`src/include/pulse_config.svh`:
```
/* build-time constants for the pulse reporter
   BAUD_DIVIDER is sized for short simulations, raise it for a real baud rate
   REPORT_PERIOD must be larger than one full 13 byte line on the wire */
`ifndef PULSE_CONFIG_SVH
`define PULSE_CONFIG_SVH

// counts and durations wrap past 2**width
`define PULSE_COUNTER_WIDTH 16

// decimal digits per field, enough for 65535
`define BCD_DIGITS 5

`define BAUD_DIVIDER 8 // clocks per uart bit

// clocks between checks for a changed count
`define REPORT_PERIOD 4096

`define UART_CREDITS 2 // depth of the tx holding buffer

`endif

```
`src/hdl/pulse_pkg.sv`:
```
/* measurement types of the pulse decoder
   counts and durations are unsigned and wrap silently */
`default_nettype none

`include "pulse_config.svh"

package pulse_pkg;

	// pulse count in scaler mode, or pulse length in clocks in tdc mode
	typedef logic [`PULSE_COUNTER_WIDTH-1:0] measurement_t;

endpackage

`default_nettype wire

```
`src/hdl/report_pkg.sv`:
```
/* types and line layout of the ascii report
   line is count, space, duration, cr, lf with fixed width fields */
`default_nettype none

`include "pulse_config.svh"

package report_pkg;

	typedef logic [`BCD_DIGITS-1:0][3:0] bcd_t; // msd in the top nybble
	typedef logic [7:0] ascii_t;
	typedef logic [$clog2(`UART_CREDITS+1)-1:0] credit_t; // 0 .. UART_CREDITS

	// character positions in one line
	localparam int line_length = 2*`BCD_DIGITS + 3; // 13 for five digits
	localparam int space_position = `BCD_DIGITS;
	localparam int cr_position = line_length - 2;
	localparam int lf_position = line_length - 1; // last byte of the line

	localparam ascii_t ascii_zero = 8'h30; // digit offset
	localparam ascii_t ascii_space = 8'h20;
	localparam ascii_t ascii_cr = 8'h0d;
	localparam ascii_t ascii_lf = 8'h0a;

endpackage

`default_nettype wire

```
`src/hdl/pulse_decoder.sv`:
```
/* trigger is asynchronous, two flops of synchronizer before any use
   a pulse is counted 3 to 4 clocks after it ends, length in sampled-high clocks
   pulses shorter than one clock period may be missed */
`timescale 1ns/1ps
`default_nettype none

module pulse_decoder (
	input wire logic clock,
	input wire logic reset,
	input wire logic trigger,
	output pulse_pkg::measurement_t pulse_count,
	output pulse_pkg::measurement_t last_duration
);
	import pulse_pkg::*;

	// [0] and [1] synchronize, [2] holds the previous level for edge detect
	logic [2:0] history;
	logic falling_edge;
	logic fall_seen; // falling edge, one clock later
	measurement_t live_duration; // grows while the pulse is high

	assign falling_edge = history[2] && !history[1]; // 1 then 0

	always_ff @(posedge clock) begin
		if (reset) begin
			history <= '0;
			fall_seen <= 1'b0;
			live_duration <= '0;
			pulse_count <= '0;
			last_duration <= '0;
		end else begin
			history <= {history[1:0], trigger};
			fall_seen <= falling_edge;
			if (fall_seen) begin
				last_duration <= live_duration; // tdc mode
				pulse_count <= pulse_count + 1'b1; // scaler mode, wraps
				// a new pulse may already be high after a one clock gap
				live_duration <= measurement_t'(history[1]);
			end else if (history[1]) begin
				live_duration <= live_duration + 1'b1;
			end
		end
	end

endmodule

`default_nettype wire

```
`src/hdl/bcd_converter.sv`:
```
/* double dabble, one input bit per clock
   done follows start by PULSE_COUNTER_WIDTH+1 clocks, start while busy is dropped
   bcd_out holds its value until the next conversion finishes */
`timescale 1ns/1ps
`default_nettype none

`include "pulse_config.svh"

module bcd_converter (
	input wire logic clock,
	input wire logic reset,
	input wire logic convert_start,
	input wire pulse_pkg::measurement_t binary_in,
	output logic convert_done,
	output report_pkg::bcd_t bcd_out
);
	import pulse_pkg::*;
	import report_pkg::*;

	localparam int count_width = $clog2(`PULSE_COUNTER_WIDTH + 1);

	logic [count_width-1:0] bits_left; // input bits still to shift in
	logic running;
	measurement_t binary_shift; // msb goes into the bcd side next
	bcd_t bcd_work;
	bcd_t bcd_adjusted; // after add three
	bcd_t bcd_shifted;

	assign running = bits_left != '0;

	// any digit of 5 or more would overflow when doubled
	always_comb begin
		for (int digit = 0; digit < `BCD_DIGITS; digit++) begin
			if (bcd_work[digit] > 4'd4) begin
				bcd_adjusted[digit] = bcd_work[digit] + 4'd3;
			end else begin
				bcd_adjusted[digit] = bcd_work[digit];
			end
		end
	end

	// top bit drops off, it is always zero for 16 bit input
	assign bcd_shifted = bcd_t'({bcd_adjusted, binary_shift[`PULSE_COUNTER_WIDTH-1]});

	always_ff @(posedge clock) begin
		if (reset) begin
			bits_left <= '0;
			convert_done <= 1'b0;
		end else begin
			convert_done <= 1'b0;
			if (!running && convert_start) begin
				bits_left <= count_width'(`PULSE_COUNTER_WIDTH);
			end else if (running) begin
				bits_left <= bits_left - 1'b1;
				convert_done <= bits_left == count_width'(1); // last bit this clock
			end
		end
	end

	always_ff @(posedge clock) begin
		if (!running && convert_start) begin
			binary_shift <= binary_in;
			bcd_work <= '0;
		end else if (running) begin
			binary_shift <= binary_shift << 1;
			bcd_work <= bcd_shifted;
		end
		if (running && bits_left == count_width'(1)) begin
			bcd_out <= bcd_shifted;
		end
	end

endmodule

`default_nettype wire

```
`src/hdl/report_formatter.sv`:
```
/* reports only when the pulse count changed since the last line
   snapshot is taken at timer expiry, expiries during a line are dropped
   bytes go out only against credits from the uart buffer */
`timescale 1ns/1ps
`default_nettype none

`include "pulse_config.svh"

module report_formatter (
	input wire logic clock,
	input wire logic reset,
	input wire pulse_pkg::measurement_t pulse_count,
	input wire pulse_pkg::measurement_t last_duration,
	input wire logic count_done,
	input wire report_pkg::bcd_t count_bcd,
	input wire report_pkg::bcd_t duration_bcd,
	input wire logic credit_return,
	output logic convert_start,
	output pulse_pkg::measurement_t count_binary,
	output pulse_pkg::measurement_t duration_binary,
	output logic byte_valid,
	output report_pkg::ascii_t byte_data,
	output logic busy
);
	import pulse_pkg::*;
	import report_pkg::*;

	typedef enum logic [1:0] {
		state_idle,
		state_converting,
		state_sending,
		state_finishing // waits for the buffer to drain
	} state_t;

	localparam int timer_width = $clog2(`REPORT_PERIOD);
	localparam int index_width = $clog2(line_length);

	state_t state;
	logic [timer_width-1:0] period_timer;
	logic period_expired;
	logic start_report;
	measurement_t last_reported;
	credit_t credits; // free entries in the uart buffer
	logic [index_width-1:0] char_index;
	int digit_index;

	assign period_expired = period_timer == timer_width'(`REPORT_PERIOD - 1);
	assign start_report = state == state_idle && period_expired && pulse_count != last_reported;
	assign busy = state != state_idle;
	assign byte_valid = state == state_sending && credits != '0; // stall at zero

	always_ff @(posedge clock) begin
		if (reset || period_expired) begin
			period_timer <= '0;
		end else begin
			period_timer <= period_timer + 1'b1;
		end
	end

	always_ff @(posedge clock) begin
		if (reset) begin
			credits <= credit_t'(`UART_CREDITS); // buffer starts empty
		end else if (credit_return && !byte_valid) begin
			credits <= credits + 1'b1;
		end else if (byte_valid && !credit_return) begin
			credits <= credits - 1'b1;
		end
	end

	// both fields frozen for the whole line
	always_ff @(posedge clock) begin
		if (start_report) begin
			count_binary <= pulse_count;
			duration_binary <= last_duration;
		end
	end

	always_ff @(posedge clock) begin
		if (reset) begin
			state <= state_idle;
			convert_start <= 1'b0;
			last_reported <= '0;
			char_index <= '0;
		end else begin
			convert_start <= 1'b0;
			case (state)
				state_idle: begin
					if (start_report) begin
						last_reported <= pulse_count;
						convert_start <= 1'b1; // both converters at once
						state <= state_converting;
					end
				end
				state_converting: begin
					if (count_done) begin // duration finishes on the same clock
						char_index <= '0;
						state <= state_sending;
					end
				end
				state_sending: begin
					if (byte_valid) begin
						if (char_index == index_width'(lf_position)) begin
							state <= state_finishing;
						end else begin
							char_index <= char_index + 1'b1;
						end
					end
				end
				state_finishing: begin
					if (credits == credit_t'(`UART_CREDITS)) begin
						state <= state_idle;
					end
				end
				default: state <= state_idle;
			endcase
		end
	end

	// character select, digits come out msd first
	always_comb begin
		digit_index = 0;
		byte_data = ascii_lf;
		if (char_index < space_position) begin
			digit_index = space_position - 1 - int'(char_index);
			byte_data = ascii_zero + ascii_t'(count_bcd[digit_index]);
		end else if (char_index == space_position) begin
			byte_data = ascii_space;
		end else if (char_index < cr_position) begin
			digit_index = cr_position - 1 - int'(char_index);
			byte_data = ascii_zero + ascii_t'(duration_bcd[digit_index]);
		end else if (char_index == cr_position) begin
			byte_data = ascii_cr;
		end
	end

endmodule

`default_nettype wire

```
`src/hdl/uart_transmitter.sv`:
```
/* 8N1 transmitter, BAUD_DIVIDER clocks per bit, no parity
   writes are not checked against a full buffer, the sender must hold credits
   one credit comes back as each byte enters the shift register */
`timescale 1ns/1ps
`default_nettype none

`include "pulse_config.svh"

module uart_transmitter (
	input wire logic clock,
	input wire logic reset,
	input wire logic byte_valid,
	input wire report_pkg::ascii_t byte_data,
	output logic credit_return,
	output logic tx
);
	import report_pkg::*;

	localparam int depth = `UART_CREDITS;
	localparam int pointer_width = depth > 1 ? $clog2(depth) : 1;
	localparam int baud_width = `BAUD_DIVIDER > 1 ? $clog2(`BAUD_DIVIDER) : 1;

	ascii_t fifo_data [depth];
	logic [pointer_width-1:0] write_pointer;
	logic [pointer_width-1:0] read_pointer;
	credit_t fifo_count;
	logic [9:0] frame; // stop, data, start, shifted out from bit 0
	logic [3:0] bits_left; // 0 when the line is idle
	logic [baud_width-1:0] baud_count;
	logic load_frame;

	assign load_frame = bits_left == 4'd0 && fifo_count != '0;
	assign credit_return = load_frame; // entry freed this clock
	assign tx = frame[0];

	always_ff @(posedge clock) begin
		if (byte_valid) begin
			fifo_data[write_pointer] <= byte_data;
		end
	end

	always_ff @(posedge clock) begin
		if (reset) begin
			write_pointer <= '0;
			read_pointer <= '0;
			fifo_count <= '0;
		end else begin
			if (byte_valid) begin
				write_pointer <= write_pointer == pointer_width'(depth - 1) ?
					'0 : write_pointer + 1'b1;
			end
			if (load_frame) begin
				read_pointer <= read_pointer == pointer_width'(depth - 1) ?
					'0 : read_pointer + 1'b1;
			end
			case ({byte_valid, load_frame})
				2'b10: fifo_count <= fifo_count + 1'b1;
				2'b01: fifo_count <= fifo_count - 1'b1;
				default: fifo_count <= fifo_count; // none, or push and pop
			endcase
		end
	end

	always_ff @(posedge clock) begin
		if (reset) begin
			frame <= '1; // line idles high
			bits_left <= 4'd0;
			baud_count <= '0;
		end else if (load_frame) begin
			frame <= {1'b1, fifo_data[read_pointer], 1'b0}; // lsb first after start
			bits_left <= 4'd10;
			baud_count <= baud_width'(`BAUD_DIVIDER - 1);
		end else if (bits_left != 4'd0) begin
			if (baud_count == '0) begin
				frame <= {1'b1, frame[9:1]}; // ones refill, idle after stop
				bits_left <= bits_left - 1'b1;
				baud_count <= baud_width'(`BAUD_DIVIDER - 1);
			end else begin
				baud_count <= baud_count - 1'b1;
			end
		end
	end

endmodule

`default_nettype wire

```
`src/hdl/pulse_reporter_top.sv`:
```
/* pulse counter and length meter with a periodic uart report
   all logic on one clock, trigger may be fully asynchronous */
`timescale 1ns/1ps
`default_nettype none

module pulse_reporter_top (
	input wire logic clock,
	input wire logic reset,
	input wire logic trigger,
	output logic tx,
	output logic busy
);
	import pulse_pkg::*;
	import report_pkg::*;

	measurement_t pulse_count;
	measurement_t last_duration;
	measurement_t count_binary; // snapshots held by the formatter
	measurement_t duration_binary;
	bcd_t count_bcd;
	bcd_t duration_bcd;
	logic convert_start;
	logic count_done;
	logic byte_valid;
	logic credit_return;
	ascii_t byte_data;

	pulse_decoder decoder (
		.clock(clock),
		.reset(reset),
		.trigger(trigger),
		.pulse_count(pulse_count),
		.last_duration(last_duration)
	);

	bcd_converter count_converter (
		.clock(clock),
		.reset(reset),
		.convert_start(convert_start),
		.binary_in(count_binary),
		.convert_done(count_done),
		.bcd_out(count_bcd)
	);

	// same latency as the count converter, its done is redundant
	bcd_converter duration_converter (
		.clock(clock),
		.reset(reset),
		.convert_start(convert_start),
		.binary_in(duration_binary),
		.convert_done(),
		.bcd_out(duration_bcd)
	);

	report_formatter formatter (
		.clock(clock),
		.reset(reset),
		.pulse_count(pulse_count),
		.last_duration(last_duration),
		.count_done(count_done),
		.count_bcd(count_bcd),
		.duration_bcd(duration_bcd),
		.credit_return(credit_return),
		.convert_start(convert_start),
		.count_binary(count_binary),
		.duration_binary(duration_binary),
		.byte_valid(byte_valid),
		.byte_data(byte_data),
		.busy(busy)
	);

	uart_transmitter transmitter (
		.clock(clock),
		.reset(reset),
		.byte_valid(byte_valid),
		.byte_data(byte_data),
		.credit_return(credit_return),
		.tx(tx)
	);

endmodule

`default_nettype wire

```
`config.mk`:
```
export PLATFORM = sky130hd
export DESIGN_NAME = pulse_reporter_top
export DESIGN_NICKNAME = d
export VERILOG_FILES = /design/src/hdl/pulse_pkg.sv /design/src/hdl/report_pkg.sv /design/src/hdl/pulse_decoder.sv /design/src/hdl/bcd_converter.sv /design/src/hdl/report_formatter.sv /design/src/hdl/uart_transmitter.sv /design/src/hdl/pulse_reporter_top.sv
export VERILOG_INCLUDE_DIRS = /design/src /design/src/include
export SDC_FILE = /design/constraint.sdc
export NUM_CORES = 1
export LEC_CHECK = 0
export ABC_AREA = 1
export BUFFER_PORTS_ARGS = -buffer_cell sky130_fd_sc_hd__buf_4
export CORE_MARGIN = 1
export CORE_UTILIZATION = 45
export DETAILED_ROUTE_END_ITERATION = 7
export GPL_TIMING_DRIVEN = 0
export PLACE_DENSITY = 0.67
export SYNTH_ARGS = -nofsm -noshare
export SYNTH_HDL_FRONTEND = slang
export SYNTH_SLANG_ARGS = --single-unit
export TNS_END_PERCENT = 1
```
`constraint.sdc`:
```
create_clock -name clock -period 7.18 [get_ports clock]
set_input_delay 1.077 -clock clock [delete_from_list [all_inputs] [get_ports clock]]
set_output_delay 1.077 -clock clock [all_outputs]
set_load 0.02 [all_outputs]
```
==> impl_metrics.json <==
{
  "cts_buffers": 29,
  "cts_tree": "yes",
  "layout.cells.non_filler": 1680,
  "end_kind": "flop",
  "setup_viol": 0,
  "drc_errors": 0,
  "synth_enable_flop_cells": 116,
  "pre_cts_slack_ps": 4360,
  "syn2layout_area_growth_pct": 13.0,
  "fin_skew_ps": 8.39,
  "slew_viol_final": 0,
  "clkPwrFrac": 0.315,
  "yosysTopAreaCell": "edfxtp_1",
  "cts_hold_buf": 0,
  "clock_latency_ps": 540,
  "rr_worst_depth": 11,
  "rsz0062_at_grt": "false",
  "syn_inst": 1284,
  "diodes": 0,
  "vdd_ir_drop_max_v": 0.000266,
  "synth_warnings": 0,
  "avgRoutedWirePerCell_um": 13.4,
  "synthArstFlopShare": 0,
  "syn_nets": 1326,
  "nets": 1364,
  "final_util": 0.517,
  "ys_seq_elements": 277,
  "pwr-share-comb": 0.245,
  "synth.distinct_cells": 40,
  "hold_viol_final": 0,
  "place_congestion": 0.828,
  "placedCellCount": 1625,
  "pin_count": 5,
  "post-dp-hpwl_um": 15500,
  "critPathLaunch": "formatter.char_index[0]",
  "ctsLongestPathBuffers": 3,
  "synth.cells.most_frequent": "nand2_1 (208), inv_1 (166), dfxtp_1 (161)",
  "dieArea_mm2": 0.0271,
  "cts.repair.resized": 0,
  "reg2reg_slack_ps": 4530,
  "critical_path_class": "flop to flop",
  "cap_violations": 0,
  "cts_post_setup_buffers_inserted": 0,
  "worst_slew_pin_slew_ps": 1260,
  "synthesis.area_mm2": 0.0119,
  "max_freq_mhz": 377,
  "viasPerCell": 5.04,
  "multi_input_area_mm2": 0.00438,
  "cts.clk_slew.worst_paths_ps": 60,
  "grt_pass1_wl_um": 37200,
  "seq_power_share": 0.440,
  "placed_cell_area_mm2": 0.0124,
  "worstSetupStartpointType": "flop",
  "fin_ws_ps": 4530,
  "r2r-start": "formatter.char_index[0]",
  "intPower_mw": 3.55,
  "timing.hold.ws_ps": 408,
  "cp_data_required_time_ps": 7550,
  "num_rows": 59,
  "synth_top_cell_area_share": 0.293,
  "ctsRootBufferMaster": "clkbuf_16",
  "total_power_mw": 5.13,
  "sw_frac_of_total": 0.307,
  "timing.rr.end": "transmitter.fifo_data[0][1]",
  "syn_avg_cell_area_um2": 9.25,
  "ys_seq_area_frac": 0.565,
  "design_area_mm2": 0.0134,
  "post-route-period-util": 0.369,
  "cts.sinks": 277,
  "first_iter_violations": 555,
  "overflow": 0,
  "routed_wl_um": 22600,
  "cp-endpoint": "transmitter.fifo_data[0][1]",
  "coreArea_mm2": 0.0260,
  "drive_gt1_frac": 0.0944,
  "status": "completed",
  "ant_nets": 0,
  "start_util": 0.457,
  "fp.dieW_um": 164,
  "grt_max_degree": 35,
  "finalSetupTns_ps": 0,
  "ys.flop_type": "dfxtp_1",
  "worstPathArrival_ps": 3020,
  "antenna_found_initial": 0,
  "h-tree-depth": 1,
  "io_buffers": 4,
  "grt_pass1_vias": 7816,
  "globalRouteTotalUtil": 0.170,
  "seq_area_mm2": 0.00671,
  "hold_class": "flop to flop",
  "synthMostInstantiatedCell": "nand2_1",
  "num_vias": 8468,
  "ys_top_cells_by_area": "edfxtp_1 (29%), dfxtp_1 (27%), nand2_1 (6.6%)",
  "layout_min_cycle_time_ps": 2650,
  "cp_max_fo": 11,
  "powerDensity_mw_per_mm2": 382,
  "p_leak_nw": 5.40,
  "p_switching_mw": 1.57,
  "dr.pass1.iters": 6,
  "nFillCells": 2350,
  "die_h_um": 164,
  "slew_headroom": 0.157
}
-- layer usage --
metal,wire (um),track usage
met5,0,0
met4,590,0.0509
met3,926,0.0246
met2,10300,0.285
met1,10700,0.228
-- flip-flops by register name, indices dropped and copies added, names as in the netlist, 5 cells and up, named ones only --
register                         flops
decoder.last_duration               16
decoder.live_duration               16
count_converter.bcd_work            20
formatter.duration_binary           16
decoder.pulse_count                 16
formatter.count_binary              16
count_converter.bcd_out             20
transmitter.frame                    9
transmitter.fifo_data               12
duration_converter.bits_left         5
duration_converter.binary_shift     16
count_converter.bits_left            5
duration_converter.bcd_out          20
duration_converter.bcd_work         20
formatter.last_reported             16
formatter.period_timer              12
count_converter.binary_shift        16
-- power by group through the flow --
| stage | logic, mW | clock network (mW) | registers [mW] |
|---|---|---|---|
| after floorplan | 0.972 | 0 | 2.24 |
| after global placement | 1.21 | 0 | 2.28 |
| after detailed placement | 1.27 | 0 | 2.29 |
| after CTS | 1.27 | 1.65 | 2.26 |
| after global routing | 1.46 | 1.70 | 2.29 |
| final | 1.26 | 1.61 | 2.26 |
-- worst min-delay path by stage --
stage               slack [ps]            endpoint  cells past startpoint          startpoint
floorplan                  390  decoder.history[1]                      2  decoder.history[0]
global placement           390  decoder.history[1]                      2  decoder.history[0]
detailed placement         400  decoder.history[1]                      2  decoder.history[0]
CTS                        410  decoder.history[1]                      2  decoder.history[0]
global route               430  decoder.history[1]                      2  decoder.history[0]
finish                     410  decoder.history[1]                      2  decoder.history[0]
-- cell families (layout without fill, tap and decap cells) --
| family | after synthesis | count (layout) | share of synthesized area |
|---|---|---|---|
| and+or+nand+nor | 425 | 425 | 0.151 |
| AOI/OAI and AO/OA | 275 | 275 | 0.122 |
| DFF | 277 | 277 | 0.565 |
| adders and majority gates | 39 | 39 | 0.0411 |
| muxes | 31 | 31 | 0.0293 |
| buffers and inverters | 204 | 265 | 0.0678 |
| xor gates and xnor gates | 33 | 33 | 0.0243 |
-- layout make-up --
class,count,area share
Sequential cell,277,0.500
Timing Repair Buffer,7,0.00569
Tap cell,335,0.0312
Clock buffer,35,0.0573
Buffer,35,0.0129
Multi-Input combinational cell,803,0.326
Clock inverter,19,0.0200
Inverter,169,0.0473
-- cells in the final DEF, fill, tap and decap left out, types with 9 or more instances in the layout --
master	instances
edfxtp_1	116
nor2_1	135
nand2_1	208
ha_1	39
or2_2	11
o31ai_1	9
xor2_1	29
mux2_2	30
dfxtp_1	161
o21ai_0	149
clkbuf_16	30
a21oi_1	92
nor3_1	18
o22ai_1	9
clkbuf_1	25
nand3_1	23
inv_1	165
-- worst max-delay path, stage by stage (launching register included) --
cell and delay (ps):
dfxtp_1 360, buf_2 230, inv_1 110, buf_2 210
ha_1 320, clkbuf_1 380, o21ai_0 170, o22ai_1 200
nand2_1 60, o21ai_0 80, a21boi_0 140, o21ai_0 210
(Power assumes the default switching activity.)
